<file path="config.mk">
export PLATFORM = sky130hd
export DESIGN_NAME = lpm_search
export DESIGN_NICKNAME = d
export VERILOG_FILES = /design/src/source/fib_pkg.sv /design/src/source/lpm_search.sv
export SDC_FILE = /design/constraint.sdc
export NUM_CORES = 1
export LEC_CHECK = 0
export BUFFER_PORTS_ARGS = -buffer_cell sky130_fd_sc_hd__buf_4
export CORE_MARGIN = 1
export CORE_UTILIZATION = 46
export CTS_CLUSTER_SIZE = 12
export DETAILED_ROUTE_END_ITERATION = 6
export PLACE_DENSITY = 0.86
export SYNTH_ARGS = -nofsm -noshare
export SYNTH_HDL_FRONTEND = slang
export SYNTH_SLANG_ARGS = --single-unit
</file>
<file path="constraint.sdc">
create_clock -name clk -period 6.2 [get_ports clk]
set_input_delay 0.93 -clock clk [delete_from_list [all_inputs] [get_ports clk]]
set_output_delay 0.93 -clock clk [all_outputs]
set_load 0.05 [all_outputs]
</file>
<file path="src/source/fib_pkg.sv">
// FIB geometry and state encodings; prefix length counts MSB-aligned bits, 0 to 63, so 64 is not expressible
`default_nettype none

package fib_pkg;

    // Name prefix and its declared length
    localparam int prefix_w = 64;
    localparam int len_w    = 6;

    // Slot index produced by the XOR fold
    localparam int hash_w = 6;

    // Link bytes
    localparam int byte_w       = 8;
    localparam int prefix_bytes = 8;
    // Metadata, full prefix and matched prefix
    localparam int tx_bytes     = 17;
    localparam int tx_w         = tx_bytes * byte_w;

    // Valid table is one row of slots per prefix length
    localparam int num_lengths = 1 << len_w;
    localparam int num_slots   = 1 << hash_w;

    // Fold chunks, the top one only partly filled
    localparam int hash_chunks = (prefix_w + hash_w - 1) / hash_w;

    // Byte counters
    localparam int rx_cnt_w = $clog2(prefix_bytes);
    localparam int tx_cnt_w = $clog2(tx_bytes);

    typedef logic [len_w-1:0]    len_t;
    typedef logic [rx_cnt_w-1:0] rx_cnt_t;
    typedef logic [tx_cnt_w-1:0] tx_cnt_t;

    localparam rx_cnt_t rx_last = rx_cnt_t'(prefix_bytes - 1);
    localparam tx_cnt_t tx_last = tx_cnt_t'(tx_bytes - 1);

    // Incoming SPI parser
    typedef enum logic [1:0] {
        rx_idle,
        rx_metadata,
        rx_prefix
    } rx_state_t;

    // Longest-prefix-match search
    typedef enum logic [1:0] {
        lpm_idle,
        lpm_probe,
        lpm_wait_hit,
        lpm_hold_result
    } lpm_state_t;

    // Result serializer
    typedef enum logic {
        tx_idle,
        tx_send
    } tx_state_t;

endpackage

`default_nettype wire

</file>
<file path="src/source/lpm_search.sv">
// LPM from the declared length down to 0 at 2 cycles per probe; hash collisions can false-hit
`default_nettype none
`timescale 1ns/1ps

module lpm_search (
    input  logic                         clk,
    input  logic                         rst,
    input  logic                         fib_out_bit,
    input  logic [fib_pkg::prefix_w-1:0] pit_in_prefix,
    input  logic [fib_pkg::byte_w-1:0]   pit_in_metadata,
    input  logic                         lookup_hit,
    output logic [fib_pkg::prefix_w-1:0] lookup_prefix,
    output logic [fib_pkg::len_w-1:0]    lookup_len,
    input  logic                         tx_busy,
    output logic                         result_valid,
    output logic [fib_pkg::byte_w-1:0]   result_metadata,
    output logic [fib_pkg::prefix_w-1:0] result_total,
    output logic [fib_pkg::prefix_w-1:0] result_match
);

    fib_pkg::lpm_state_t          state;
    fib_pkg::len_t                len_q;
    logic [fib_pkg::prefix_w-1:0] total_q;
    logic [fib_pkg::prefix_w-1:0] match_q;
    logic [fib_pkg::byte_w-1:0]   meta_q;
    logic [fib_pkg::prefix_w-1:0] len_mask;
    logic                         done;

    // Top len_q bits of the prefix
    assign len_mask = ~({fib_pkg::prefix_w{1'b1}} >> len_q);

    // Search ends on a hit or after the length 0 probe
    assign done = (state == fib_pkg::lpm_wait_hit) && (lookup_hit || (len_q == '0));

    always_ff @(posedge clk or posedge rst) begin
        if (rst) begin
            state <= fib_pkg::lpm_idle;
            len_q <= '0;
        end else begin
            case (state)
                fib_pkg::lpm_idle: begin
                    if (fib_out_bit) begin
                        len_q <= pit_in_metadata[fib_pkg::len_w-1:0];
                        state <= fib_pkg::lpm_probe;
                    end
                end
                fib_pkg::lpm_probe: begin
                    // Table registers the probe this edge
                    state <= fib_pkg::lpm_wait_hit;
                end
                fib_pkg::lpm_wait_hit: begin
                    if (done) begin
                        state <= fib_pkg::lpm_hold_result;
                    end else begin
                        // One bit shorter, try again
                        len_q <= len_q - fib_pkg::len_t'(1);
                        state <= fib_pkg::lpm_probe;
                    end
                end
                fib_pkg::lpm_hold_result: begin
                    // Wait for the serializer to drain
                    if (!tx_busy) begin
                        state <= fib_pkg::lpm_idle;
                    end
                end
                default: begin
                    state <= fib_pkg::lpm_idle;
                end
            endcase
        end
    end

    always_ff @(posedge clk) begin
        if ((state == fib_pkg::lpm_idle) && fib_out_bit) begin
            total_q <= pit_in_prefix;
            meta_q  <= pit_in_metadata;
        end
        // Length 0 has an empty mask, so a miss all the way down reports zeros
        if (done) begin
            match_q <= total_q & len_mask;
        end
    end

    // Table masks the prefix itself, so the full prefix goes out
    assign lookup_prefix = total_q;
    assign lookup_len    = len_q;

    // Valid only in the handoff cycle
    assign result_valid    = (state == fib_pkg::lpm_hold_result) && !tx_busy;
    assign result_metadata = meta_q;
    assign result_total    = total_q;
    assign result_match    = match_q;

endmodule

`default_nettype wire

</file>
# [After elaboration in Yosys (flattened, before gate mapping)]
# Index checks and enable logic that the tools add are counted.
[totals] reg_bits=144 wordCells=32 input_bits=77 out_inout_bits=207
[op_classes] muxes=7 n_shift=1 bitwise=2 reduce_logical=10 addsub=1 eq_ne=6
[ops] operator="64-bit AND" count=1
[ops] operator="64-bit inverter" count=1
[ops] operator="64-bit by 6-bit right shift with 64-bit output, first input constant" count=1
[ops] operator="6-bit two-way mux" count=2
[ops] operator="6-bit one-hot mux with 2 select lines" count=1
[ops] operator="2-bit one-hot mux with 4 select lines" count=1
[ops] operator="6-bit logical NOT" count=1
[ops] operator="2-bit two-way mux" count=3
[ops] operator="2-bit != test, second input constant" count=3
[ops] operator="6-bit by 1-bit subtractor with 6-bit output, second input constant" count=1
[ops] operator="2-bit == test, second input constant" count=2
[ops] operator="1-bit logical AND" count=3
[ops] operator="3-bit AND reduction" count=1
[ops] operator="2-bit by 1-bit == test with 1-bit output, second input constant" count=1
[ops] operator="2-bit logical NOT" count=1
[ops] operator="2-bit AND reduction" count=1
[ops] operator="2-bit nonzero test" count=1
[ops] operator="1-bit logical NOT" count=1
[ops] operator="1-bit logical OR" count=1

# [Longest topological paths before layout]
[logic_depth] word_depth=5 depth_mapped=7 depth_no_buf=7

# [Worst setup path after synthesis]
# OpenSTA, ideal clock, no wires.
[synth_timing] path_kind="register to register" start="register len_q[4] (netlist: lookup_len[4])" end="register match_q (netlist bit result_match[10]) (enable)" arrival_time_ns=4.345 setup_slack_ns=1.348 required_ns=5.694 setup_ns=0.506 path_buffers=2 stages_incl_launch_ff=6 period_less_slack_ns=4.852 cell_sequence="dfrtp_1 buf_2 nor2_4 buf_4 nand3_1 a21oi_1"
[synth_via] elab_chain_cells=3
[synth_rtl] element="from (decl)" line="lpm_search.sv:22" rtl="fib_pkg::len_t len_q;"
[synth_rtl] element="from (signal assigned)" line="lpm_search.sv:43" rtl="len_q <= pit_in_metadata[fib_pkg::len_w-1:0];"
[synth_rtl] element="from (signal assigned)" line="lpm_search.sv:56" rtl="len_q <= len_q - fib_pkg::len_t'(1);"
[synth_rtl] element="6-bit logical NOT" line="lpm_search.sv:33" rtl="assign done = (state == fib_pkg::lpm_wait_hit) && (lookup_hit || (len_q == '0));"
[synth_rtl] element="1-bit logical OR" line="lpm_search.sv:33"
[synth_rtl] element="1-bit logical AND" line="lpm_search.sv:33"
[synth_rtl] element="net done" line="lpm_search.sv:27" rtl="logic done;"
[synth_rtl] element="to (signal assigned)" line="lpm_search.sv:80" rtl="match_q <= total_q & len_mask;"
[synth_rtl] element="to (decl)" line="lpm_search.sv:24" rtl="logic [fib_pkg::prefix_w-1:0] match_q;"
# The timed path passes the listed nets, and every way through them passes these cells.
# A chain may end at the register's enable or synchronous reset.

# [Worst setup path after layout]
[layout_timing] start="register len_q[4] (netlist: lookup_len[4])" end="register match_q (netlist bit result_match[48]) (enable)"
# The elaborated chain is that of the path after synthesis.

==> reports/summary.txt <==
JOB
----------------------------------------------------------------------------------------
Maximum Capacitance Violations                                                         0

PLACE
----------------------------------------------------------------------------------------
Final weighted congestion of routability-driven global placement                   0.846
Placement Setup Slack                                                            2.89 ns
Port Buf Inserts                                                                     282
Placement-stage cell area                                                       7690 µm²
Post-placement cell count                                                            770
Hpwl dp                                                                        11,500 µm

SYNTH
----------------------------------------------------------------------------------------
Async set-or-reset flop fraction in the synthesized netlist                        5.59%
Largest cells by area after synthesis                                       edfxtp_1, buf_4, dfrtp_1
Post-Syn Nets                                                                        479
EDFF count, synth                                                                    135
Fraction of the yosys area taken by sequential cells                               72.4%
Yosys warning count                                                                    0
Count of state elements after synthesis                                              143
Leading register cell type out of synthesis                                     edfxtp_1
Post-Synthesis Cells                                                                 396
Post-synth design cell area                                                     5880 µm²
Number of unique standard cell types used by synthesis                                48
Area share of the largest cell type after synthesis                                69.0%
Cell type with the highest aggregate area in the netlist                        edfxtp_1
Synth Area per Inst                                                             14.8 µm²

TIMING
----------------------------------------------------------------------------------------
Worst slew margin relative to its limit                                            26.1%
Number of endpoints with negative hold slack in the final report                       0
Final Hold Slack                                                                0.480 ns
Time the worst path needs with I/O delays and setup                              3.38 ns
Least-Margin Pin Slew                                                            1.11 ns
Worst-case setup margin in the final layout                                      2.82 ns
Setup violations, final                                                                0
RSZ-0062 raised after global routing                                                  no
Number of pins exceeding their max-slew limit in the final report                      0
Maximum clock skew at final layout                                            0.00846 ns
Highest attainable clock frequency                                               296 MHz
Sum of negative setup slack                                                         0 ns
Fraction of the cycle the final worst path needs                                   54.5%

CLOCK NETWORK
----------------------------------------------------------------------------------------
Clock sink count                                                                     143
Cts bufs inserted                                                                     17
# H-tree levels                                                                        4
CTS tree                                                                           built
Root buffer selected by CTS                                                    clkbuf_16
Clock network latency to the later pin of the worst-skew pair                    0.42 ns
Post-cts sizing count                                                                  0
Hold_buf cts                                                                           0
Buffer levels on the longest clock path                                                2
Clock transition at path regs                                                    0.05 ns
Setup Fix Bufs, Post-CTS                                                               0

CELLS AND AREA
----------------------------------------------------------------------------------------
Most common cell after layout, fill and taps aside                                 buf_4
Final non-filler cell total                                                          802
Fraction of the core area covered by cells at the end of the flow                  67.1%
Post-layout nets                                                                     704
Share of cells above drive strength 1                                              49.8%
Post-layout instance area                                                       8200 µm²
Synth-to-Final Area Change                                                         39.5%
Antenna diodes                                                                         0
Leading cell types in the layout, fill and taps excluded                    buf_4, edfxtp_1, nand2_1, a21oi_1, clkbuf_16

WORST SETUP PATH
----------------------------------------------------------------------------------------
Startpoint of the worst register-to-register path                           lookup_len[4]
Worst setup path endpoint                                                   result_match[48]
Worst setup path category                                                        reg2reg
Worst flop-to-flop path endpoint                                            result_match[48]
Slowest cell on the critical path                                                a21oi_4
R2R setup slack                                                                  2.82 ns
Req. time, crit path                                                             6.26 ns
Cell count of the worst reg-to-reg path                                                4
Endpoint class of the critical path                                             register
Top fanout value on the critical path                                                 33
Ordered list of cells on the worst path                                     nor2_4 > nand3_1 > a21oi_4 > buf_4
Element type at the critical path start                                         register
Delay of the slowest cell on the worst path                                      0.88 ns
Arr. time, crit path                                                             3.44 ns
CP startpoint                                                               lookup_len[4]

FLOORPLAN
----------------------------------------------------------------------------------------
Starting density of the core                                                       48.1%
Vertical extent of the die                                                        115 µm
# IOs                                                                                284
Placeable core area                                                           12,200 µm²
Cell row count                                                                        40
Horizontal die dimension                                                          115 µm
Die Area                                                                      13,200 µm²

ROUTING
----------------------------------------------------------------------------------------
Initial detailed-routing violation count                                             246
Number of search-and-repair iterations in the first detailed-routing pass              5
Routed vias/inst                                                                    5.03
Average wire per cell in the routed design                                       19.3 µm
Residual DRC                                                                           0
Number of vias in the routed layout                                                4,036
WL final                                                                       15,500 µm
Remaining antenna violation count after routing                                        0

PWR
----------------------------------------------------------------------------------------
Pleak                                                                            3.48 nW
Max rail drop VDD                                                               0.314 mV
Power density over the cells                                                  512 nW/µm²
Overall power                                                                    4.20 mW

STATUS
----------------------------------------------------------------------------------------
Status                                                                      complete, no violations

GLOBAL ROUTING
----------------------------------------------------------------------------------------
Antenna violations before repair                                                       0
Global-route congestion overflow total                                                 0
Total routing usage reported by global routing                                     23.7%
Pin count of the biggest net entering global routing                                  43
Number of global-route vias before repair                                          3,901
Global-route wire length before repair                                         22,500 µm

WORST HOLD PATH
----------------------------------------------------------------------------------------
Worst hold path class                                                           in2async

critical path, delay by kind of cell (launching register included):
family	cells	cell delay [ns]
flip-flops	1	0.79
buffers and inverters	1	0.55
AO/OA/AOI/OAI	1	0.88
AND/OR/NAND/NOR	2	0.77
cells by family (layout without fill, tap and decap cells):
| family | Yosys count | in the layout | share of synthesized area [%] |
|---|---|---|---|
| AO/OA/AOI/OAI | 59 | 59 | 6.96 |
| adder cells (fa/ha/maj) | 6 | 6 | 1.28 |
| AND/OR/NAND/NOR | 98 | 98 | 9.01 |
| buffers and inverters | 87 | 325 | 9.88 |
| other | 1 | 1 | 0.0638 |
| flip-flops | 143 | 143 | 72.4 |
| multiplexers | 2 | 2 | 0.426 |
registers in the layout, indices dropped and copies added, names as in the netlist:
name,cells
state,2
result_metadata,8
result_match,63
lookup_prefix,64
lookup_len,6
synth_stat cells (2+ instances only):
library cell / number
nor3_1: 4
nor2b_1: 12
a31oi_1: 3
o21a_1: 6
a21oi_1: 22
ha_1: 6
buf_4: 66
buf_2: 5
clkbuf_1: 6
and3_1: 11
o21ai_0: 2
nor2_4: 2
nor2_1: 16
o22ai_1: 2
a21boi_1: 6
nand2_1: 30
and2_1: 4
o21ai_1: 2
buf_1: 2
a21boi_0: 3
o311a_1: 2
and4_1: 4
dfrtp_1: 8
or3_1: 2
edfxtp_1: 135
a21o_1: 2
inv_1: 7
nand3_1: 3
o31a_1: 4
power breakdown:
part / switching [mW] / internal [mW] / total, mW
sequential: 0.229 / 1.33 / 1.56
clock: 0.350 / 0.530 / 0.880
combinational: 1.27 / 0.488 / 1.76
layout make-up:
| class | instances | area (µm²) |
|---|---|---|
| Inverter | 8 | 30.0 |
| Sequential cell | 143 | 4260 |
| Fill cell | 904 | 4010 |
| Clock inverter | 3 | 13.8 |
| Clock buffer | 29 | 490 |
| Multi-Input combinational cell | 166 | 1060 |
| Tap cell | 168 | 210 |
| Timing Repair Buffer | 285 | 2140 |
routing by layer:
metal	global-route usage, %	up-vias	wire (µm)
met5	0	-	0
met4	6.75	0	119
met3	7.64	12	1270
met2	41.8	221	8300
met1	27.8	1975	5820
li1	-	1828	-
how the worst min path moves through the flow:
stage	start	endpoint	slack (ns)	cells past startpoint
after floorplan	state[0]	state[0]	0.54	1
after detailed placement	lookup_prefix[32]	result_match[32]	0.59	1
after global placement	lookup_prefix[44]	result_match[44]	0.59	1
final	rst	state[1]	0.48	2
after CTS	rst	lookup_len[4]	0.47	2
after global routing	rst	state[0]	0.50	2
Note: power is estimated with default switching activity, not from simulation.
