==> src/source/fib_pkg.sv <==
// FIB geometry and state encodings; prefix length counts MSB-aligned bits, 0 to 63, so 64 is not expressible
`default_nettype none

package fib_pkg;

    // Name prefix and its declared length
    localparam int prefix_w = 64;
    localparam int len_w    = 6;

    // Slot index produced by the XOR fold
    localparam int hash_w = 6;

    // Link bytes
    localparam int byte_w       = 8;
    localparam int prefix_bytes = 8;
    // Metadata, full prefix and matched prefix
    localparam int tx_bytes     = 17;
    localparam int tx_w         = tx_bytes * byte_w;

    // Valid table is one row of slots per prefix length
    localparam int num_lengths = 1 << len_w;
    localparam int num_slots   = 1 << hash_w;

    // Fold chunks, the top one only partly filled
    localparam int hash_chunks = (prefix_w + hash_w - 1) / hash_w;

    // Byte counters
    localparam int rx_cnt_w = $clog2(prefix_bytes);
    localparam int tx_cnt_w = $clog2(tx_bytes);

    typedef logic [len_w-1:0]    len_t;
    typedef logic [rx_cnt_w-1:0] rx_cnt_t;
    typedef logic [tx_cnt_w-1:0] tx_cnt_t;

    localparam rx_cnt_t rx_last = rx_cnt_t'(prefix_bytes - 1);
    localparam tx_cnt_t tx_last = tx_cnt_t'(tx_bytes - 1);

    // Incoming SPI parser
    typedef enum logic [1:0] {
        rx_idle,
        rx_metadata,
        rx_prefix
    } rx_state_t;

    // Longest-prefix-match search
    typedef enum logic [1:0] {
        lpm_idle,
        lpm_probe,
        lpm_wait_hit,
        lpm_hold_result
    } lpm_state_t;

    // Result serializer
    typedef enum logic {
        tx_idle,
        tx_send
    } tx_state_t;

endpackage

`default_nettype wire

==> src/source/prefix_rx.sv <==
// SPI interest parser; rx_valid opens a packet, then metadata and 8 prefix bytes MSB first, one per cycle
`default_nettype none
`timescale 1ns/1ps

module prefix_rx (
    input  logic                         clk,
    input  logic                         rst,
    input  logic                         rx_valid,
    input  logic [fib_pkg::byte_w-1:0]   data_spi_to_fib,
    output logic [fib_pkg::prefix_w-1:0] pit_out_prefix,
    output logic [fib_pkg::byte_w-1:0]   pit_out_metadata,
    output logic                         prefix_ready,
    output logic                         learn_en,
    output logic [fib_pkg::prefix_w-1:0] learn_prefix,
    output logic [fib_pkg::len_w-1:0]    learn_len
);

    fib_pkg::rx_state_t           state;
    fib_pkg::rx_cnt_t             byte_cnt;
    logic [fib_pkg::byte_w-1:0]   meta_q;
    logic [fib_pkg::prefix_w-1:0] shift_q;
    logic                         last_byte;

    // Final prefix byte is on the bus this cycle
    assign last_byte = (state == fib_pkg::rx_prefix) && (byte_cnt == fib_pkg::rx_last);

    always_ff @(posedge clk or posedge rst) begin
        if (rst) begin
            state        <= fib_pkg::rx_idle;
            byte_cnt     <= '0;
            prefix_ready <= 1'b0;
        end else begin
            // Single cycle pulse
            prefix_ready <= 1'b0;
            case (state)
                fib_pkg::rx_idle: begin
                    if (rx_valid) begin
                        state <= fib_pkg::rx_metadata;
                    end
                end
                fib_pkg::rx_metadata: begin
                    byte_cnt <= '0;
                    state    <= fib_pkg::rx_prefix;
                end
                fib_pkg::rx_prefix: begin
                    byte_cnt <= byte_cnt + fib_pkg::rx_cnt_t'(1);
                    if (last_byte) begin
                        prefix_ready <= 1'b1;
                        state        <= fib_pkg::rx_idle;
                    end
                end
                default: begin
                    state <= fib_pkg::rx_idle;
                end
            endcase
        end
    end

    // Byte capture and PIT outputs, held until the next packet completes
    always_ff @(posedge clk) begin
        if (state == fib_pkg::rx_metadata) begin
            meta_q <= data_spi_to_fib;
        end
        if (state == fib_pkg::rx_prefix) begin
            shift_q <= {shift_q[fib_pkg::prefix_w-fib_pkg::byte_w-1:0], data_spi_to_fib};
        end
        if (last_byte) begin
            pit_out_prefix   <= {shift_q[fib_pkg::prefix_w-fib_pkg::byte_w-1:0], data_spi_to_fib};
            pit_out_metadata <= meta_q;
        end
    end

    // Learn request rides on the PIT pulse
    // Length sits in metadata bits 5 to 0
    assign learn_en     = prefix_ready;
    assign learn_prefix = pit_out_prefix;
    assign learn_len    = pit_out_metadata[fib_pkg::len_w-1:0];

endmodule

`default_nettype wire

==> config.mk <==
export PLATFORM = sky130hd
export DESIGN_NAME = prefix_rx
export DESIGN_NICKNAME = d
export VERILOG_FILES = /design/src/source/fib_pkg.sv /design/src/source/prefix_rx.sv
export SDC_FILE = /design/constraint.sdc
export NUM_CORES = 1
export LEC_CHECK = 0
export BUFFER_PORTS_ARGS = -buffer_cell sky130_fd_sc_hd__buf_2
export CORE_ASPECT_RATIO = 0.8
export CORE_MARGIN = 3
export CORE_UTILIZATION = 50
export DETAILED_ROUTE_END_ITERATION = 10
export PLACE_DENSITY_LB_ADDON = 0.15
export SLEW_MARGIN = 10
export SYNTH_ARGS = -nofsm -noshare
export SYNTH_HDL_FRONTEND = slang
export SYNTH_SLANG_ARGS = --single-unit
export TNS_END_PERCENT = 30
==> constraint.sdc <==
create_clock -name clk -period 7.1 [get_ports clk]
set_input_delay 0.355 -clock clk [delete_from_list [all_inputs] [get_ports clk]]
set_output_delay 0.355 -clock clk [all_outputs]
set_load 0.01 [all_outputs]
# Word-level counts from Yosys, hierarchy flattened
# Cells that the tools add are included.
# classes
n_mul	0
n_reduce_logical	4
n_mux	6
eq_ne	5
shift	0
add_sub_neg	1
magnitude_cmp	0
div_mod_pow	0
n_bitwise	0
# ops
operator	n
$pmux W2 S3	1
$pmux W3 S2	1
$mux W2	2
$ne A2 B2 Y1 const B	2
$add A3 B1 Y3 const B	1
$eq A3 B3 Y1 const B	1
$eq A2 B1 Y1 const B	1
$eq A2 B2 Y1 const B	1
$logic_not A2 Y1	1
$mux W1	2
$reduce_and A2 Y1	1
$reduce_bool A2 Y1	1
$logic_and A1 B1 Y1	1
# word_totals
ff_bits	142
out_inout_bits	144
mem_bits_ro	0
wordCells	23
latch_bits	0
mem_bits_rw	0
input_bits	11
n_memories	0

# Logic depth before layout (Yosys ltp)
# Gate-level depths: netlist (run 1).
# logic_depth
depth_word	4
depth_mapped	5
depth_no_buf	5

# Least setup slack after synthesis (run 1)
# OpenSTA, ideal clock, no wires.
# synth_path
path_type	register to register
start	register state[0]
end	register pit_out_prefix (netlist bit learn_prefix[0]), enable pin
path_slack_ns	2.839
n_path_buf	0
period_less_slack_ns	4.261
stages_incl_launch_ff	4
setup_time_ns	0.438
t_required_ns	6.662
arrival_time_ns	3.823
path_cell_list	dfrtp_1 > inv_1 > ha_1 > and2_1
# synth_between
elab_chain_len	2
# synth_rtl
element	line	source
from (decl)	prefix_rx.sv:18	fib_pkg::rx_state_t state;
from (signal assigned)	prefix_rx.sv:29	state <= fib_pkg::rx_idle;
from (signal assigned)	prefix_rx.sv:38	state <= fib_pkg::rx_metadata;
from (signal assigned)	prefix_rx.sv:43	state <= fib_pkg::rx_prefix;
$eq A2 B2 Y1	prefix_rx.sv:25	assign last_byte = (state == fib_pkg::rx_prefix) && (byte_cnt == fib_pkg::rx_last);
$logic_and A1 B1 Y1	prefix_rx.sv:25	
net last_byte	prefix_rx.sv:22	logic last_byte;
to (signal assigned)	prefix_rx.sv:68	pit_out_prefix <= {shift_q[fib_pkg::prefix_w-fib_pkg::byte_w-1:0], data_spi_to_fib};
to (decl)	prefix_rx.sv:10	output logic [fib_pkg::prefix_w-1:0] pit_out_prefix,
# The timed path passes the listed nets, and every way through them passes these cells.
# A chain may end at the register's enable or synchronous reset.

# Final worst setup path (run 1)
# layout_path
start	register state[0]
end	register pit_out_prefix (netlist bit learn_prefix[14]), enable pin
# Same word-level chain as after synthesis.

==> flow_summary.yaml, run 1 <==
run_status:
  outcome: "completed"
timing:
  worstMarginPinSlew_ns: 0.9578
  fin_ws_ns: 4.510
  hold_viol_final: 0
  timing_max_transition_violations_final: 0
  finalClockSkew_ns: 0.009151
  max_clock_freq_ghz: 0.3861
  setup-tns-final_ns: 0
  setup_viol: 0
  period_share_pct: 36.48
  rsz0062_at_grt: "no"
  max-slew-margin-rel_pct: 36.15
  post-route-min-period_ns: 2.590
clock_network:
  cts_post_setup_buffers_inserted: 0
  clock_latency_ns: 0.40
  cts.clk_slew.worst_paths_ns: 0.05
  clockRootBuffer: "clkbuf_16"
  cts.path.max_buffers: 2
  cts_buffers: 17
  cts-htree-levels: 4
  clock_sink_count: 142
  tritoncts: "built"
critical_path:
  cp_num_buf_inv: 1
  timing.critical_path.cells: "inv_1 -> ha_4 -> and2_4"
  critical_path.startpoint: "state[0]"
  worst_path_max_delay_cell: "and2_4"
  worst_endpoint_required_time_ns: 7.12
  cp_max_stage_delay_ns: 0.90
  worst_setup_path_end_kind: "flop"
  cell_family_with_the_largest_share_of_critical_path_delay: "simple AND/OR/NAND/NOR gates"
  setup.worst_path.start_class: "flop"
  critical_path_peak_fanout: 73
  timing.critical_path.arrival_ns: 2.61
  r2r_start: "state[0]"
  path_class: "flop to flop"
global_route:
  largest_net_degree_at_the_start_of_global_routing: 74
  wire_length_of_the_first_global_routing_pass_um: 10210
  globalRouteOverflowTotal: 0
  groute.usage.overall_pct: 13.07
  via_count_of_the_first_global_routing_pass: 1962
  number_of_antenna_violations_at_the_first_check_in_global_routing: 0
synth:
  synth-main-ff-cell: "edfxtp_1"
  synth.top_cells.by_count: "edfxtp_1, buf_4, dfrtp_1, ha_1, inv_1"
  yosysWarningCount: 0
  netlist.area_leader.share_pct: 82.49
  yosys-top-cells-area: "edfxtp_1, buf_4, dfrtp_1"
  synth-seq-area-share_pct: 85.52
  yosys.cell_types.count: 16
  syn_nets: 254
  asyncSetResetFlopFracSynth_pct: 4.225
  synth_area_leader_cell: "edfxtp_1"
  synth.cell_area_um2: 4951
  synth_enable_flop_cells: 136
  syn_inst: 237
  synth_seq_cells: 142
  syn_avg_cell_area_um2: 20.89
  yosysMostFrequentCell: "edfxtp_1"
min_path:
  hold_class: "primary input to flop"
  min-delay-start: "data_spi_to_fib[2]"
final_layout:
  multiInputGateArea_um2: 176.4
  antenna_cells: 0
  drive_gt1_share_pct: 53.69
  fillerInstances: 655
  layout.area.seq_um2: 4234
  nets: 357
  area.growth.synth_to_final_pct: 20.80
route:
  routed_via_count_divided_by_cell_count: 4.465
  drcViolationCount: 0
  firstDrtPassIters: 4
  routed_wirelength_um: 7023
  vias: 2161
  route.detailed.wl_per_inst_um: 14.51
  ant_nets: 0
  starting_drt_drc_count: 124
floorplan:
  placement_rows: 31
  initial_core_util_pct: 52.96
  floorplan.die.width_um: 117.3
  fp.dieH_um: 95.01
  floorplan.core_area_um2: 9348
  boundaryPins: 155
  floorplan.die_area_um2: 11140
job:
  max_cap_viol_count: 0
pwr:
  irDropWorstVdd_mv: 0.3161
  leakage_uw: 0.002327
  power_density_nw_per_um2: 357.4
placed_design:
  buffer_ports.inserted: 154
  place_worst_setup_slack_ns: 4.460
  hpwlAfterDp_um: 4478
  gp_congestion: 0.6613
-- layout make-up --
cell class | instances | area share, %
clock buffer | 18 | 7.176
inverter | 6 | 0.3766
sequential | 142 | 70.79
tap | 132 | 2.761
clock inverter | 13 | 2.887
timing repair buffer | 155 | 13.05
multi-input combinational | 18 | 2.950
-- registers in the layout, summed over array words and instances (netlist names) --
| name | count |
|---|---|
| learn_prefix | 64 |
| shift_q | 56 |
| state | 2 |
| pit_out_metadata | 8 |
| meta_q | 8 |
| byte_cnt | 3 |
| learn_en | 1 |
-- path summary, 6_finish.rpt --
check | end | slack [ns] | cells after the start
min reg2reg | pit_out_metadata[0] | 0.41 | 0
max in group asynchronous | byte_cnt[2] | 6.47 | 3
max | learn_prefix[14] | 4.51 | 3
min in group asynchronous | state[1] | 0.42 | 3
min | meta_q[2] | 0.16 | 1
max reg2reg | learn_prefix[14] | 4.51 | 3
-- worst register-to-register path: stages (launching register included) --
cell and delay, ns:
dfrtp_1 0.40, inv_1 0.14, ha_4 0.69, and2_4 0.92
-- report_power, final --
| group | total [uW] | internal, uW | switching, uW |
|---|---|---|---|
| registers | 1130 | 1090 | 42.2 |
| clock network | 886 | 581 | 305 |
| logic | 121 | 35.2 | 85.8 |
| total | 2140 | 1700 | 433 |
-- stage by stage --
stage                     utilization (%)  hold WS (ns)  total power [uW]  area (um^2)  instances
after floorplan                         -        0.1460              1218         4951        237
after global placement              57.44        0.2806              1257         5369        452
after global routing                63.98        0.1368              2227         5981        484
after detailed placement            57.44        0.2948              1272         5369        452
after CTS                           63.98        0.1412              2161         5981        484
final                               63.98        0.1611              2137         5981        484
-- cells by family after synthesis --
family	share of synthesized area [%]
flops	85.52
buf+inv	11.22
fa+ha+maj	1.516
compound gates	0.6318
simple gates	0.6065
mux	0.5054
-- cells in the final DEF, fill, tap and decap left out --
cell,instances
o21a_1,1
clkbuf_16,17
inv_1,5
a21oi_2,1
ha_4,1
o21ai_0,2
dfrtp_1,6
nand3_1,2
mux2_4,1
buf_2,154
and2b_4,1
clkbuf_1,1
dlygate4sd3_1,1
and2_4,1
mux2i_1,1
clkinv_1,1
ha_1,5
nand2_1,1
inv_2,1
clkinv_2,5
clkinv_4,1
bufinv_16,4
edfxtp_1,136
o21ai_1,1
clkinvlp_4,2
-- routing by layer --
layer / track usage, % / part of all wire [%]
met4: 6.208 / 1.2
met3: 6.662 / 8.4
met1: 16.29 / 42
met2: 19.02 / 48
met5: 0 / 0
-- timing repair --
item / 4_1_cts / 5_1_grt
hold buffers: 1 / 0
endpoints found under the hold margin: 6 / 0
gates resized for setup: 0 / 0
Power figures use the tool's default switching activity.
==> inputs of run 2 (changes only) <==
==> constraint.sdc (replaced) <==
create_clock -name clk -period 2.7 [get_ports clk]
set_input_delay 0.135 -clock clk [delete_from_list [all_inputs] [get_ports clk]]
set_output_delay 0.135 -clock clk [all_outputs]
set_load 0.01 [all_outputs]
==> flow_summary.yaml, run 2 (synthesis gave the netlist of run 1 again) <==
run_status:
  outcome: "completed"
clock_network:
  cts.path.max_buffers: 2
  cts.repair.resized: 0
  clock_latency_ns: 0.40
  tritoncts: "built"
  cts_buffers: 17
  clockRootBuffer: "clkbuf_16"
  cts.clk_slew.worst_paths_ns: 0.06
  cts.hold.buffers_added: 9
  clock_sink_count: 142
  cts-htree-levels: 4
  cts_post_setup_buffers_inserted: 0
timing:
  rsz0062_at_grt: "no"
  finalClockSkew_ns: 0.009283
  max_clock_freq_ghz: 0.5083
  worstMarginPinSlew_ns: 0.5821
  hold_viol_final: 0
  timing_max_transition_violations_final: 0
  max-slew-margin-rel_pct: 61.19
  fin_ws_ns: 0.7325
  period_share_pct: 72.87
  post-route-min-period_ns: 1.968
  setup_viol: 0
  setup-tns-final_ns: 0
route:
  routed_via_count_divided_by_cell_count: 4.408
  starting_drt_drc_count: 181
  drcViolationCount: 0
  vias: 2182
  ant_nets: 0
  firstDrtPassIters: 5
  route.detailed.wl_per_inst_um: 14.26
  routed_wirelength_um: 7058
critical_path:
  setup.worst_path.start_class: "flop"
  timing.critical_path.arrival_ns: 2.05
  critical_path.startpoint: "state[0]"
  worst_endpoint_required_time_ns: 2.78
  r2r_end: "learn_prefix[31]"
  endpoint: "learn_prefix[31]"
  r2r_start: "state[0]"
  worst_setup_path_end_kind: "flop"
  critical_path_peak_fanout: 39
  path_class: "flop to flop"
  worst-r2r-cell-count: 4
  worst-r2r-setup-slack_ns: 0.73
floorplan:
  floorplan.die.width_um: 117.3
  floorplan.die_area_um2: 11140
  boundaryPins: 155
  floorplan.core_area_um2: 9348
  fp.dieH_um: 95.01
  placement_rows: 31
  initial_core_util_pct: 52.96
pwr:
  combinational_fraction_of_design_power_pct: 6.1
  internal_power_uw: 4163
  power_density_nw_per_um2: 897.0
  power.share.switching_pct: 23.13
  irDropWorstVdd_mv: 0.4893
  power.net_switching_uw: 1253
  post-layout-total-power_uw: 5416
  sequential_power_share_pct: 54.9
  leakage_uw: 0.002340
  clkPwrFrac_pct: 39.0
final_layout:
  drive_gt1_share_pct: 53.17
  layoutNonFillerInstCount: 495
  final_cell_area_um2: 6038
  largest_register_ff_count: 64
  antenna_cells: 0
  area.growth.synth_to_final_pct: 21.96
  mostFrequentLayoutCells: "buf_2, edfxtp_1, clkbuf_16"
  nets: 367
  mostFrequentLayoutCell: "buf_2"
global_route:
  globalRouteOverflowTotal: 0
  via_count_of_the_first_global_routing_pass: 2095
  groute.usage.overall_pct: 13.09
  wire_length_of_the_first_global_routing_pass_um: 10440
  largest_net_degree_at_the_start_of_global_routing: 47
  number_of_antenna_violations_at_the_first_check_in_global_routing: 0
placed_design:
  detailed_place.area_um2: 5396
  placedCellCount: 454
  gp_congestion: 0.6655
  buffer_ports.inserted: 154
  place_worst_setup_slack_ns: 0.7181
  hpwlAfterDp_um: 4524
min_path:
  hold_class: "primary input to flop"
  min-delay-start: "rx_valid"
job:
  max_cap_viol_count: 0
run 2: cell count changes in the layout (fill, tap and decap cells not counted), sizes merged:
cell         before  now
dlygate4sd3       1    9
inv               6   13
bufinv            4    0
clkinv            7    4
buf             154  156
clkinvlp          2    4
clkbuf           18   17
run 2: how the worst min path moves through the flow:
stage	endpoint	depth (start not counted)
floorplan	byte_cnt[0]	1
global placement	learn_en	2
detailed placement	state[0]	2
CTS	state[0]	4
global route	state[0]	4
finish	state[0]	4
run 2: area by class of cell:
| type | count | area, um^2 |
|---|---|---|
| sequential | 142 | 4234 |
| fill | 638 | 3309 |
| timing repair buffer | 165 | 888.4 |
| clock buffer | 17 | 425.4 |
| multi-input combinational | 18 | 176.4 |
| tap | 132 | 165.2 |
| clock inverter | 15 | 126.4 |
| inverter | 6 | 22.52 |
run 2: stage by stage:
step	hold slack [ns]	util [%]
floorplan	-0.07404	-
global placement	0.06683	57.73
detailed placement	0.07423	57.73
CTS	0.08011	64.60
global route	0.1259	64.60
finish	0.09146	64.60
run 2: power groups by stage:
stage | combinational [uW] | clock [uW] | sequential, uW
after floorplan | 226 | 0 | 2970
after global placement | 313 | 0 | 3000
after detailed placement | 327 | 0 | 3020
after CTS | 340 | 2150 | 2980
after global routing | 374 | 2260 | 3010
final | 330 | 2110 | 2970
run 2: routing by layer:
layer / share of wire, % / global-route usage (%) / up-vias
li1: - / - / 1035
met1: 42 / 15.73 / 1037
met2: 50 / 21.00 / 101
met3: 7.2 / 5.125 / 9
met4: 1.4 / 5.826 / 0
met5: 0 / 0 / -
run 2: worst max-delay path, cell delays in order (launching register included):
cell     delay (ns)
dfrtp_1        0.40
inv_1          0.14
ha_4           0.27
and2_4         0.52
buf_12         0.30
