<file path="src/source/fib_pkg.sv">
// FIB geometry and state encodings; prefix length counts MSB-aligned bits, 0 to 63, so 64 is not expressible
`default_nettype none

package fib_pkg;

    // Name prefix and its declared length
    localparam int prefix_w = 64;
    localparam int len_w    = 6;

    // Slot index produced by the XOR fold
    localparam int hash_w = 6;

    // Link bytes
    localparam int byte_w       = 8;
    localparam int prefix_bytes = 8;
    // Metadata, full prefix and matched prefix
    localparam int tx_bytes     = 17;
    localparam int tx_w         = tx_bytes * byte_w;

    // Valid table is one row of slots per prefix length
    localparam int num_lengths = 1 << len_w;
    localparam int num_slots   = 1 << hash_w;

    // Fold chunks, the top one only partly filled
    localparam int hash_chunks = (prefix_w + hash_w - 1) / hash_w;

    // Byte counters
    localparam int rx_cnt_w = $clog2(prefix_bytes);
    localparam int tx_cnt_w = $clog2(tx_bytes);

    typedef logic [len_w-1:0]    len_t;
    typedef logic [rx_cnt_w-1:0] rx_cnt_t;
    typedef logic [tx_cnt_w-1:0] tx_cnt_t;

    localparam rx_cnt_t rx_last = rx_cnt_t'(prefix_bytes - 1);
    localparam tx_cnt_t tx_last = tx_cnt_t'(tx_bytes - 1);

    // Incoming SPI parser
    typedef enum logic [1:0] {
        rx_idle,
        rx_metadata,
        rx_prefix
    } rx_state_t;

    // Longest-prefix-match search
    typedef enum logic [1:0] {
        lpm_idle,
        lpm_probe,
        lpm_wait_hit,
        lpm_hold_result
    } lpm_state_t;

    // Result serializer
    typedef enum logic {
        tx_idle,
        tx_send
    } tx_state_t;

endpackage

`default_nettype wire

</file>
<file path="src/source/spi_result_tx.sv">
// Result serializer; 17 bytes MSB first, flag high for exactly those cycles, no stall once started
`default_nettype none
`timescale 1ns/1ps

module spi_result_tx (
    input  logic                         clk,
    input  logic                         rst,
    input  logic                         result_valid,
    input  logic [fib_pkg::byte_w-1:0]   result_metadata,
    input  logic [fib_pkg::prefix_w-1:0] result_total,
    input  logic [fib_pkg::prefix_w-1:0] result_match,
    output logic                         tx_busy,
    output logic                         fib_to_spi_data_flag,
    output logic [fib_pkg::byte_w-1:0]   data_fib_to_spi
);

    fib_pkg::tx_state_t       state;
    fib_pkg::tx_cnt_t         byte_cnt;
    logic [fib_pkg::tx_w-1:0] shift_q;

    always_ff @(posedge clk or posedge rst) begin
        if (rst) begin
            state    <= fib_pkg::tx_idle;
            byte_cnt <= '0;
        end else begin
            case (state)
                fib_pkg::tx_idle: begin
                    if (result_valid) begin
                        byte_cnt <= '0;
                        state    <= fib_pkg::tx_send;
                    end
                end
                fib_pkg::tx_send: begin
                    byte_cnt <= byte_cnt + fib_pkg::tx_cnt_t'(1);
                    if (byte_cnt == fib_pkg::tx_last) begin
                        state <= fib_pkg::tx_idle;
                    end
                end
                default: begin
                    state <= fib_pkg::tx_idle;
                end
            endcase
        end
    end

    // Metadata first, then full prefix, then matched prefix
    always_ff @(posedge clk) begin
        if ((state == fib_pkg::tx_idle) && result_valid) begin
            shift_q <= {result_metadata, result_total, result_match};
        end else if (state == fib_pkg::tx_send) begin
            shift_q <= shift_q << fib_pkg::byte_w;
        end
    end

    assign tx_busy              = (state != fib_pkg::tx_idle);
    assign fib_to_spi_data_flag = (state == fib_pkg::tx_send);
    // Top byte of the shifter is on the link
    assign data_fib_to_spi      = shift_q[fib_pkg::tx_w-1 -: fib_pkg::byte_w];

endmodule

`default_nettype wire

</file>
<file path="config.mk">
export PLATFORM = sky130hd
export DESIGN_NAME = spi_result_tx
export DESIGN_NICKNAME = d
export VERILOG_FILES = /design/src/source/fib_pkg.sv /design/src/source/spi_result_tx.sv
export SDC_FILE = /design/constraint.sdc
export NUM_CORES = 1
export LEC_CHECK = 0
export BUFFER_PORTS_ARGS = -buffer_cell sky130_fd_sc_hd__buf_2
export CORE_AREA = 2 2 117 119
export DETAILED_ROUTE_END_ITERATION = 6
export DIE_AREA = 0 0 119 121
export PLACE_DENSITY = 0.83
export SETUP_SLACK_MARGIN = 0.4
export SLEW_MARGIN = 20
export SYNTH_ARGS = -nofsm -noshare
export SYNTH_HDL_FRONTEND = slang
export SYNTH_SLANG_ARGS = --single-unit
</file>
<file path="constraint.sdc">
create_clock -name clk -period 4.04 [get_ports clk]
set_clock_uncertainty 0.1 [all_clocks]
set_input_delay 0.808 -clock clk [delete_from_list [all_inputs] [get_ports clk]]
set_output_delay 0.808 -clock clk [all_outputs]
set_load 0.02 [all_outputs]
</file>
# Yosys cells after proc, flatten, opt, wreduce, memory -nomap -nowiden
# Index checks and enable logic that the tools add are counted.
dict set report word_totals {
  in_bits 139
  ff_bits 142
  ram_bits 0
  latch_bits 0
  romBits 0
  memories 0
}
dict set report classes {
  muxes 7
  order_cmp 0
  addsub 1
  multipliers 0
  bitwise_logic 1
  div 0
  n_shift 0
  n_reduce_logical 2
  eq_ne 2
}
# operator n
set ops {}
lappend ops {{$mux 136} 2}
lappend ops {{$pmux 5 s2} 1}
lappend ops {{$add 5x1->5 const B} 1}
lappend ops {{$eq 5x5->1 const B} 1}
lappend ops {{$mux 5} 1}
lappend ops {{$mux 1} 2}
lappend ops {{$ne 2x2->1 const B} 1}
lappend ops {{$pmux 1 s2} 1}
lappend ops {{$reduce_bool 2->1} 1}
lappend ops {{$logic_and 1x1->1} 1}
lappend ops {{$not 1->1} 1}

# Logic depth before layout (Yosys ltp)
# Gate-level depths: netlist of the first run.
dict set report depth {
  depth_word 3
  ltp_mapped 5
  depth_no_buf 4
}

# Worst setup path after synthesis of the first run
# No wires, ideal clock.
dict set report synth_path {
  path_kind {input-to-reg}
  start {input port result_valid}
  end {register shift_q[0] (netlist name), enable pin}
  setup_time_ps 488
  path_stages 2
  arrival_time_ps 3517
  path_buffers 0
  slack_ps -65
  required_time_ps 3452
  cell_sequence {nor2_1 inv_1}
}
dict set report synth_via {
  elab_chain_cells 2
}
# item line
set synth_rtl {}
lappend synth_rtl {{start, declared} spi_result_tx.sv:8} ;# input logic result_valid,
lappend synth_rtl {{$logic_and 1x1->1} spi_result_tx.sv:48} ;# if ((state == fib_pkg::tx_idle) && result_valid) begin
lappend synth_rtl {{$reduce_bool 2->1 (no source line)} n/a}
lappend synth_rtl {{end signal, assigned} spi_result_tx.sv:49} ;# shift_q <= {result_metadata, result_total, result_match};
lappend synth_rtl {{end signal, assigned} spi_result_tx.sv:51} ;# shift_q <= shift_q << fib_pkg::byte_w;
lappend synth_rtl {{end, declared} spi_result_tx.sv:19} ;# logic [fib_pkg::tx_w-1:0] shift_q;
# Every way passes these cells.
# A chain may end at the register's enable or synchronous reset.

# Worst setup path after layout of the first run
dict set report layout_path {
  start {register state (netlist: fib_to_spi_data_flag)}
  end {register shift_q[47] (netlist name), enable pin}
}
dict set report layout_via {
  elab_chain_cells 3
}
# item line
set layout_rtl {}
lappend layout_rtl {{start, declared} spi_result_tx.sv:17} ;# fib_pkg::tx_state_t state;
lappend layout_rtl {{start signal, assigned} spi_result_tx.sv:23} ;# state <= fib_pkg::tx_idle;
lappend layout_rtl {{start signal, assigned} spi_result_tx.sv:30} ;# state <= fib_pkg::tx_send;
lappend layout_rtl {{start signal, assigned} spi_result_tx.sv:36} ;# state <= fib_pkg::tx_idle;
lappend layout_rtl {{$not 1->1} n/a}
lappend layout_rtl {{$logic_and 1x1->1} spi_result_tx.sv:48}
lappend layout_rtl {{$reduce_bool 2->1 (no source line) (*)} n/a}
# Mark *: on every way between the ends. The rest lies on a longest branch, timed or not.

==> qor.txt, run 1 <==
run status = completed
final hold viol count = 0
vias = 3294
Placed Cells = 637
Seq pwr share = 0.505
Total Power = 5.15 mW
CP peak stage delay = 580 ps
Syn Inst Count = 330
deepest clock path buffer count = 2
initial DRC count = 249
Worst Tran Pin Value = 634 ps
P_leak = 3.35 nW
prevailing post-synth register cell = edfxtp_1
Gate power share = 0.217
die height = 121 um
register area = 0.00423 mm2
Buffers on Ports = 148
Crit. End Element = flop
Die Wd = 119 um
Clk pwr share = 0.277
Tot GR Track Use = 0.163
Die Area = 0.0144 mm2
global-route wire length before repair = 17500 um
top post-synthesis cells by area = edfxtp_1, mux2_2, mux2_4
proportion of synthesized chip area in sequential cells = 0.674
Net Sw Frac = 0.224
vias in the first global route = 3538
hold_buf cts = 0
post-CTS setup buffers = 0
CP Launch Type = flop
layout cells sized above 1 = 0.633
Reg clk slew, reported paths = 60 ps
share of synthesized flip-flops with an asynchronous set or reset = 0.0423
CTS resizes = 0
fill cell count = 1006
antenna viol nets, final = 0
initial antenna violation count = 3
PwrDens = 672 mW/mm2
GP Congestion = 0.729
HP Class = in -> async
Setup CP Type = reg -> reg
required time worst endpoint = 4070 ps
area of the multi-input gates = 0.00179 mm2
CTS Sinks = 142
most frequent cell after synthesis = edfxtp_1
max_cap viols = 0
wire per inst = 16.4 um
CTS buffer count = 17
Synth-to-Final Area Change = 21.9%
Final Cycle Share = 0.574
endpoints failing setup = 0
Mapped Area = 0.00628 mm2
post-layout util = 0.585
crit path DAT = 2350 ps
Slew HR = 0.577
cell chain of the critical path = nor2_2 -> clkinvlp_4 -> buf_4
Routed WL = 11000 um
CP max-delay cell = clkinvlp_4
RSZ-0062 raised after global routing = no
gr ovfl total = 0
Sw Pwr = 1.15 mW
Slew Viols, Final = 0
area leader, netlist = edfxtp_1
TritonCTS clock tree = built
number of synthesized flops with an enable pin = 136
largest net degree at the start of global routing = 65
root buffer cell = clkbuf_16
FF+latch count, synth = 142
peak fanout along the critical path = 28
setup TNS after final layout = 0 ps
fin cells = 669
IR drop worst, VDD = 308 uV
synth unique cells = 25
Clock Latency Late Sink = 410 ps
Ys Warns = 0
Top Ports = 149
average vias per placed instance = 4.92
Row Count = 42
Max Clk Rate = 0.431 GHz
share of the synthesized area in the top cell type = 0.650
H-tree levels = 4
TritonRoute pass-1 iters = 4
core area = 0.0131 mm2
Nets = 621
post-route DRC violation count = 0
Initial Utilization = 0.480
synthesized area per cell = 19.0 um2
HPWL after DPL = 7750 um
Final min period = 2320 ps
Net Count, Synth = 471
Pint = 3.99 mW
Post-synth top cells = edfxtp_1, mux2_2, mux2_4
## critical path: cells and delay by family (launching register included)
family                 cells  cell delay (ps)
DFF                        1              540
buffers and inverters      2             1040
and+or+nand+nor            1              330
## state kept, by name (all words and copies together) (netlist names)
register              cells
fib_to_spi_data_flag      1
shift_q                 136
byte_cnt                  5
## cell families after synthesis
kind of cell / Yosys count / share of synthesized area
AOI/OAI and AO/OA: 7 / 0.00658
muxes: 129 / 0.255
xor gates and xnor gates: 1 / 0.00139
and+or+nand+nor: 19 / 0.0177
buffers and inverters: 30 / 0.0410
adders and majority gates: 2 / 0.00398
DFF: 142 / 0.674
## worst paths after layout
kind                                                     start                             end  slack [ps]  depth (start not counted)
worst max-delay path            fib_to_spi_data_flag$_DFF_PP0_           shift_q[47]$_DFFE_PP_        1720                          3
worst min-delay path                                       rst         byte_cnt[4]$_DFFE_PP0P_         200                          2
worst max register to register  fib_to_spi_data_flag$_DFF_PP0_           shift_q[47]$_DFFE_PP_        1720                          3
worst min register to register           shift_q[84]$_DFFE_PP_           shift_q[92]$_DFFE_PP_         450                          1
max in group asynchronous                                  rst  fib_to_spi_data_flag$_DFF_PP0_        3440                          2
min in group clk                         shift_q[84]$_DFFE_PP_           shift_q[92]$_DFFE_PP_         450                          1
## per-layer routing
metal	share of wire	global-route usage
met1	0.39	0.183
met2	0.49	0.266
met3	0.10	0.0869
met4	0.013	0.0580
met5	0.0025	0
## metrics by stage
stage | hold slack (ps) | area (um2) | worst slack, ps
3_5_place_dp | 432 | 7120 | 1380
6_report | 203 | 7660 | 1720
5_1_grt | 200 | 7650 | 1560
4_1_cts | 174 | 7650 | 1690
2_1_floorplan | 395 | 6290 | 506
3_3_place_gp | 411 | 7120 | 1440
## area by class of cell
type,instances,share of cell area
inverters,5,0.00294
repair buffers,156,0.111
well taps,176,0.0288
clock inverters,11,0.0132
multi-input cells,158,0.234
clock buffers,19,0.0565
flip-flops and latches,142,0.553
diodes,2,0.000653
## power groups by stage
| stage | Clock, mW | Combinational [mW] | Sequential [mW] |
|---|---|---|---|
| floorplan | 0 | 0.960 | 2.55 |
| detailed placement | 0 | 1.13 | 2.63 |
| finish | 1.43 | 1.12 | 2.60 |
| global placement | 0 | 1.07 | 2.60 |
| global route | 1.52 | 1.23 | 2.66 |
| CTS | 1.47 | 1.14 | 2.61 |
## cell usage in the layout, fill, tap and decap left out
cell	n
buf_2	148
edfxtp_1	136
mux2_2	89
mux2_4	40
clkbuf_16	17
and2_1	8
dfrtp_1	6
clkinv_1	5
inv_1	4
nand2_1	4
buf_4	4
buf_12	4
clkinv_2	3
diode_2	2
clkinvlp_4	2
o21ai_0	2
nand3_1	2
a21oi_1	2
ha_1	2
clkbuf_1	2
bufinv_16	2
nor2_2	1
o31ai_1	1
nor2b_1	1
xnor2_1	1
nor3b_1	1
a21o_1	1
o22ai_1	1
nor2b_4	1
nor3_1	1
Note: power is estimated with default switching activity, not from simulation.
==> run 2, diff against run 1 <==
--- a/config.mk
+++ b/config.mk
@@ -5,11 +5,12 @@
 export SDC_FILE = /design/constraint.sdc
 export NUM_CORES = 1
 export LEC_CHECK = 0
+export ABC_AREA = 1
 export BUFFER_PORTS_ARGS = -buffer_cell sky130_fd_sc_hd__buf_2
-export CORE_AREA = 2 2 117 119
+export CORE_AREA = 2 2 118 120
 export DETAILED_ROUTE_END_ITERATION = 6
-export DIE_AREA = 0 0 119 121
-export PLACE_DENSITY = 0.83
+export DIE_AREA = 0 0 120 122
+export PLACE_DENSITY = 0.86
 export SETUP_SLACK_MARGIN = 0.4
 export SLEW_MARGIN = 20
 export SYNTH_ARGS = -nofsm -noshare
==> constraint.sdc (replaced) <==
create_clock -name clk -period 2.05 [get_ports clk]
set_clock_uncertainty 0.1 [all_clocks]
set_input_delay 0.41 -clock clk [delete_from_list [all_inputs] [get_ports clk]]
set_output_delay 0.41 -clock clk [all_outputs]
set_load 0.02 [all_outputs]
==> run 2 against run 1 <==
Net effect: final cell count up 43%; register-to-register slack worse by 1200 ps; hold slack worse by 10 ps; synthesized area up 1.8%; global-route usage up 2.1 points; wire length up 23%; die area up 1.7%; largest power group unchanged; via count up 46%; setup slack worse by 1200 ps; combinational power up 98%; first-iteration DRC count up 53%; clock power up 110%.
==> qor.txt, run 2 <==
Most flops, register = shift_q (unchanged)
Max Clk Rate = 0.635 GHz
H-tree levels = 4 (unchanged)
Gate power share = 0.218 (was 0.217)
Ys Warns = 0 (unchanged)
RR Startpoint = fib_to_spi_data_flag$_DFF_PP0_ (unchanged)
root buffer cell = clkbuf_16 (unchanged)
Slew Viols, Final = 0 (unchanged)
required time worst endpoint = 1540 ps (was 4070 ps)
delay-heaviest family, CP = flip-flops (was buffers and inverters)
commonest cells after routing, fill and taps aside = nand2_1, buf_2, edfxtp_1, nand3_1, clkbuf_16 (was buf_2, edfxtp_1, mux2_2, mux2_4, clkbuf_16)
P_leak = 3.88 nW (was 3.35 nW)
Synth-to-Final Area Change = 23.0% (was 21.9%)
synth unique cells = 13 (was 25)
TritonRoute pass-1 iters = 5 (was 4)
Final min period = 1570 ps
gr ovfl total = 0 (unchanged)
top post-synthesis cells by area = edfxtp_1, nand2_1, nand3_1 (was edfxtp_1, mux2_2, mux2_4)
number of diodes = 0 (was 2)
Clock Latency Late Sink = 410 ps (about the same)
Net Sw Frac = 0.277 (was 0.224)
Syn Inst Count = 636 (was 330)
post-route DRC violation count = 0 (unchanged)
TritonCTS clock tree = built (unchanged)
Reg clk slew, reported paths = 60 ps (about the same)
r2r setup slk = 530 ps (was 1720 ps)
area leader, netlist = edfxtp_1 (unchanged)
max reg flops = 136 (unchanged)
Tot GR Track Use = 0.184 (was 0.163)
Post-synth top cells = nand2_1, edfxtp_1, nand3_1 (was edfxtp_1, mux2_2, mux2_4)
endpoints failing setup = 0 (unchanged)
FF+latch count, synth = 142 (unchanged)
Final Cycle Share = 0.768
wire per inst = 14.1 um (was 16.4 um)
Slew HR = 0.636 (was 0.577)
CP max-delay cell = dfrtp_2 (was clkinvlp_4)
cell chain of the critical path = buf_2 (was nor2_2 -> clkinvlp_4 -> buf_4)
setup TNS after final layout = 0 ps (unchanged)
global-route wire length before repair = 20600 um (was 17500 um)
Row Count = 43 (was 42)
initial antenna violation count = 0 (was 3)
run status = completed (unchanged)
Die Area = 0.0146 mm2 (was 0.0144 mm2)
initial DRC count = 380 (was 249)
crit path DAT = 1060 ps (was 2350 ps)
CTS Sinks = 142 (unchanged)
CP bufs+invs = 1 (was 2)
Total Power = 10.2 mW (was 5.15 mW)
share of the synthesized area in the top cell type = 0.639 (was 0.650)
Hold Path End = shift_q[6]$_SDFFCE_PN0P_
Setup CP Type = reg -> out (was reg -> reg)
antenna viol nets, final = 0 (unchanged)
HP Start = result_match[6]
share of synthesized flip-flops with an asynchronous set or reset = 0.0423 (unchanged)
CTS buffer count = 17 (unchanged)
average vias per placed instance = 5.01 (was 4.92)
Nets = 907 (was 621)
largest net degree at the start of global routing = 138 (was 65)
WP depth = 1 (was 3)
peak fanout along the critical path = 7 (was 28)
layout cells sized above 1 = 0.247 (was 0.633)
Sw Pwr = 2.83 mW (was 1.15 mW)
die height = 122 um (was 121 um)
RSZ-0062 raised after global routing = no (unchanged)
Mapped Area = 0.00639 mm2 (was 0.00628 mm2)
vias = 4801 (was 3294)
Clk pwr share = 0.291 (was 0.277)
most frequent cell after synthesis = nand2_1 (was edfxtp_1)
Die Wd = 120 um (was 119 um)
worst reg2reg path depth = 5 (was 3)
vias in the first global route = 4360 (was 3538)
Seq pwr share = 0.492 (was 0.505)
synthesized area per cell = 10.1 um2 (was 19.0 um2)
Crit. End Element = primary output (was flop)
CP peak stage delay = 460 ps (was 580 ps)
final hold viol count = 0 (unchanged)
reg2reg end = shift_q[79]$_DFFE_PP_ (was shift_q[47]$_DFFE_PP_)
proportion of synthesized chip area in sequential cells = 0.662 (was 0.674)
deepest clock path buffer count = 2 (unchanged)
Initial Utilization = 0.473 (was 0.480)
GP Congestion = 0.767 (was 0.729)
core area = 0.0135 mm2 (was 0.0131 mm2)
Net Count, Synth = 777 (was 471)
Worst Hold Depth = 3
PwrDens = 1300 mW/mm2 (was 672 mW/mm2)
number of synthesized flops with an enable pin = 136 (unchanged)
prevailing post-synth register cell = edfxtp_1 (unchanged)
HP Class = in -> reg (was in -> async)
Worst Tran Pin Value = 546 ps (was 634 ps)
Pint = 7.37 mW (was 3.99 mW)
IR drop worst, VDD = 584 uV (was 308 uV)
max_cap viols = 0 (unchanged)
CP Launch Type = flop (unchanged)
Top Ports = 149 (unchanged)
Buffers on Ports = 148 (unchanged)
HPWL after DPL = 8220 um (was 7750 um)
Routed WL = 13500 um (was 11000 um)
commonest non-fill, non-tap cell in the layout = nand2_1 (was buf_2)
run 2: tightest hold or removal path: cells and delay by family:
kind / cells / cell delay, ps
buffers and inverters: 2 / 100
and+or+nand+nor: 1 / 80
run 2: final cells by class:
type / count / area (um2)
Clock buffer: 23 / 448
Clock inverter: 8 / 116
Fill cell: 1137 / 5640
Inverter: 20 / 81.3
Multi-Input combinational cell: 421 / 1790
Sequential cell: 142 / 4240
Tap cell: 180 / 225
Timing Repair Buffer: 164 / 966
run 2: worst max path at each step:
stage,startpoint,to,slack [ps]
3_5_place_dp,result_valid,shift_q[38]$_DFFE_PP_,300
6_report,fib_to_spi_data_flag$_DFF_PP0_,tx_busy,480
4_1_cts,fib_to_spi_data_flag$_DFF_PP0_,shift_q[34]$_DFFE_PP_,410
3_3_place_gp,result_valid,shift_q[55]$_DFFE_PP_,310
5_1_grt,fib_to_spi_data_flag$_DFF_PP0_,tx_busy,410
2_1_floorplan,result_valid,shift_q[0]$_SDFFCE_PN0P_,-1110
run 2: per-stage QoR:
stage	std cells	area [um2]	hold slack (ps)	setup WS (ps)	utilization
after floorplan	636	6420	101	-1110	-
after global placement	923	7210	233	314	0.534
after detailed placement	923	7210	237	299	0.534
after CTS	955	7790	176	409	0.577
after global routing	958	7860	186	414	0.582
final	958	7860	193	476	0.582
run 2: repair_timing:
item                                   CTS  global route
gates resized for setup                  1             2
buffers inserted                         0             1
cloned                                   0             2
hold buffers                             1             0
setup endpoints to repair              123           151
endpoints found under the hold margin    6             0
run 2: cell families (layout without fill, tap and decap cells):
kind of cell               after synthesis  after routing  synth area share
and+or+nand+nor                        414            414             0.269
buffers and inverters                   73            215            0.0613
adders and majority gates                2              2           0.00391
DFF                                    142            142             0.662
AOI/OAI and AO/OA                        5              5           0.00391
run 2: power groups by stage:
stage          Clock [mW]  Sequential, mW  Combinational (mW)
3_3_place_gp            0            5.04                2.05
3_5_place_dp            0            5.08                2.14
6_report             2.96            5.02                2.22
4_1_cts              3.00            5.03                2.16
2_1_floorplan           0            4.99                1.65
5_1_grt              3.15            5.11                2.57
run 2: metal layers:
layer / part of all wire / GRT usage / vias up
met5: 0 / 0 / -
met4: 0.013 / 0.0588 / 0
met3: 0.076 / 0.0548 / 16
met2: 0.48 / 0.294 / 188
met1: 0.43 / 0.243 / 2207
li1: - / - / 2390
==> run 3, diff against run 2 <==
--- a/config.mk
+++ b/config.mk
@@ -5,12 +5,12 @@
 export SDC_FILE = /design/constraint.sdc
 export NUM_CORES = 1
 export LEC_CHECK = 0
-export ABC_AREA = 1
+export ABC_AREA = 0
 export BUFFER_PORTS_ARGS = -buffer_cell sky130_fd_sc_hd__buf_2
-export CORE_AREA = 2 2 118 120
+export CORE_AREA = 2 2 117 119
 export DETAILED_ROUTE_END_ITERATION = 6
-export DIE_AREA = 0 0 120 122
-export PLACE_DENSITY = 0.86
+export DIE_AREA = 0 0 119 121
+export PLACE_DENSITY = 0.83
 export SETUP_SLACK_MARGIN = 0.4
 export SLEW_MARGIN = 20
 export SYNTH_ARGS = -nofsm -noshare
==> constraint.sdc (replaced) <==
create_clock -name clk -period 1.55 [get_ports clk]
set_clock_uncertainty 0.1 [all_clocks]
set_input_delay 0.31 -clock clk [delete_from_list [all_inputs] [get_ports clk]]
set_output_delay 0.31 -clock clk [all_outputs]
set_load 0.02 [all_outputs]
==> run 3 against run 2 <==
Net effect: the run now ends with negative setup slack left; utilization is 7.2 points higher; global-route usage is 1.7 points lower; wire length is 15% lower; critical path depth is 3 higher; final cell count is 27% lower; die area is 1.6% lower; setup slack worse by 570 ps; register-to-register slack worse by 630 ps; sequential cell count stayed put; via count is 29% lower; non-clock buffer count is 19 higher; power is 47% higher; critical endpoint is now shift_q[98]$_DFFE_PP_.
==> qor.txt, run 3 (synthesis gave the netlist of run 1 again) <==
core area = 0.0131 mm2 (was 0.0135 mm2)
antenna viol nets, final = 0 (unchanged)
die height = 121 um (was 122 um)
RR Startpoint = fib_to_spi_data_flag$_DFF_PP0_ (unchanged)
layout cells sized above 1 = 0.656 (was 0.247)
crit path DAT = 1710 ps (was 1060 ps)
HP Class = in -> reg (unchanged)
CP peak stage delay = 420 ps (was 460 ps)
Clock Latency Late Sink = 410 ps (about the same)
HPWL after DPL = 7680 um (was 8220 um)
initial antenna violation count = 2 (was 0)
Reg clk slew, reported paths = 60 ps (about the same)
fin cells = 696 (was 958)
cell chain of the critical path = nor2b_4 -> buf_12 -> buf_16 -> mux2_4 (was buf_2)
average vias per placed instance = 4.93 (was 5.01)
Tot GR Track Use = 0.167 (was 0.184)
failing checks = negative setup slack
final hold viol count = 0 (unchanged)
PwrDens = 1750 mW/mm2 (was 1300 mW/mm2)
Routed WL = 11500 um (was 13500 um)
Die Wd = 119 um (was 120 um)
Slew Viols, Final = 0 (unchanged)
Total Power = 15.0 mW (was 10.2 mW)
vias = 3432 (was 4801)
deepest clock path buffer count = 2 (unchanged)
Max Clk Rate = 0.607 GHz
IR drop worst, VDD = 950 uV (was 584 uV)
endpoints failing setup = 184 (was 0)
commonest non-fill, non-tap cell in the layout = buf_2 (was nand2_1)
Initial Utilization = 0.480 (was 0.473)
required time worst endpoint = 1610 ps (was 1540 ps)
Worst Tran Pin Value = 233 ps (was 546 ps)
max reg flops = 136 (unchanged)
number of diodes = 0 (unchanged)
RSZ-0062 raised after global routing = yes (was no)
CTS buffer count = 17 (unchanged)
root buffer cell = clkbuf_16 (unchanged)
Most flops, register = shift_q (unchanged)
global-route wire length before repair = 18100 um (was 20600 um)
P_leak = 3.81 nW (was 3.88 nW)
Slew HR = 0.845 (was 0.636)
Die Area = 0.0144 mm2 (was 0.0146 mm2)
Setup WS post-layout = -98.8 ps (was 476 ps)
CP Launch Type = flop (unchanged)
Final min period = 1650 ps
Top Ports = 149 (unchanged)
TritonRoute pass-1 iters = 4 (was 5)
run status = finished, violations left (was completed)
Setup CP Type = reg -> reg (was reg -> out)
Synth-to-Final Area Change = 36.3% (was 23.0%)
Crit. End Element = flop (was primary output)
origin of the worst setup path = fib_to_spi_data_flag$_DFF_PP0_ (unchanged)
gr ovfl total = 0 (unchanged)
vias in the first global route = 3676 (was 4360)
initial DRC count = 223 (was 380)
largest net degree at the start of global routing = 25 (was 138)
wire per inst = 16.5 um (was 14.1 um)
post-route DRC violation count = 0 (unchanged)
CTS Sinks = 142 (unchanged)
GP Congestion = 0.765 (was 0.767)
CP max-delay cell = dfrtp_2 (unchanged)
fill cell count = 913 (was 1137)
peak fanout along the critical path = 19 (was 7)
Placed Cells = 653 (was 923)
HP Start = result_match[1] (was result_match[6])
TritonCTS clock tree = built (unchanged)
commonest cells after routing, fill and taps aside = buf_2, edfxtp_1, mux2_4, clkbuf_16, buf_4 (was nand2_1, buf_2, edfxtp_1, nand3_1, clkbuf_16)
max_cap viols = 0 (unchanged)
Row Count = 42 (was 43)
Final Cycle Share = 1.06
Nets = 648 (was 907)
Buffers on Ports = 148 (unchanged)
H-tree levels = 4 (unchanged)
-- run 3: cell types whose count changed in the layout (fill, tap and decap cells not counted), moves of 5 or more --
cell and delta:
and2_1 +8, buf_6 +5, inv_1 -14, mux2_4 +128, nand2_1 -265, nand3_1 -129
nor2_1 -12
-- run 3: worst max-delay path, delay by kind of cell (launching register included) --
family / cells / cell delay (ps)
buffers and inverters: 2 / 360
flip-flops: 1 / 420
multiplexers: 1 / 310
AND/OR/NAND/NOR: 1 / 190
-- run 3: final timing paths --
kind | endpoint | cells after the start | slack (ps)
setup / recovery | shift_q[98]$_DFFE_PP_ | 4 | -100
hold / removal | shift_q[1]$_SDFFCE_PN0P_ | 2 | 90
setup reg to reg | shift_q[98]$_DFFE_PP_ | 4 | -100
hold reg to reg | shift_q[68]$_DFFE_PP_ | 1 | 440
max in group asynchronous | fib_to_spi_data_flag$_DFF_PP0_ | 3 | 890
min in group asynchronous | byte_cnt[1]$_DFFE_PP0P_ | 3 | 250
-- run 3: cell type report --
type                    count  area, um2  share of cell area
repair buffers            183       1330               0.155
inverters                   5       22.5             0.00263
well taps                 176        220              0.0257
multi-input cells         158       2130               0.249
clock buffers              19        433              0.0506
flip-flops and latches    142       4240               0.495
clock inverters            13        194              0.0227
-- run 3: through the flow --
| step | cell area, um2 | worst slack, ps | util | hold WS [ps] | TNS (ps) |
|---|---|---|---|---|---|
| 2_1_floorplan | 6730 | -1590 | - | 0.891 | -227380 |
| 3_3_place_gp | 7650 | -92.6 | 0.585 | 123 | -6980 |
| 3_5_place_dp | 7650 | -115 | 0.585 | 133 | -8980 |
| 4_1_cts | 8500 | -110 | 0.649 | 60.8 | -13850 |
| 5_1_grt | 8560 | -145 | 0.654 | 70.6 | -20530 |
| 6_report | 8560 | -98.8 | 0.654 | 85.7 | -11940 |
-- run 3: routing by layer --
metal / vias up / track usage / wire (um)
met4: 4 / 0.0647 / 139
met2: 127 / 0.272 / 5640
met3: 13 / 0.0634 / 908
li1: 1613 / - / -
met5: - / 0 / 24
met1: 1675 / 0.201 / 4800
-- run 3: where the power goes --
| part | switching, mW | leakage [nW] | internal, mW |
|---|---|---|---|
| logic | 1.22 | 1.85 | 2.65 |
| clock network | 1.50 | 0.298 | 2.83 |
| registers | 0.500 | 1.66 | 6.27 |
-- run 3: what timing repair did --
action / CTS / global route
pin swaps: 0 / 0
hold buffers: 1 / 0
cloned: 4 / 1
setup endpoints to repair: 285 / 286
hold endpoints to repair: 6 / 0
buffers inserted: 2 / 3
resized for setup: 11 / 4
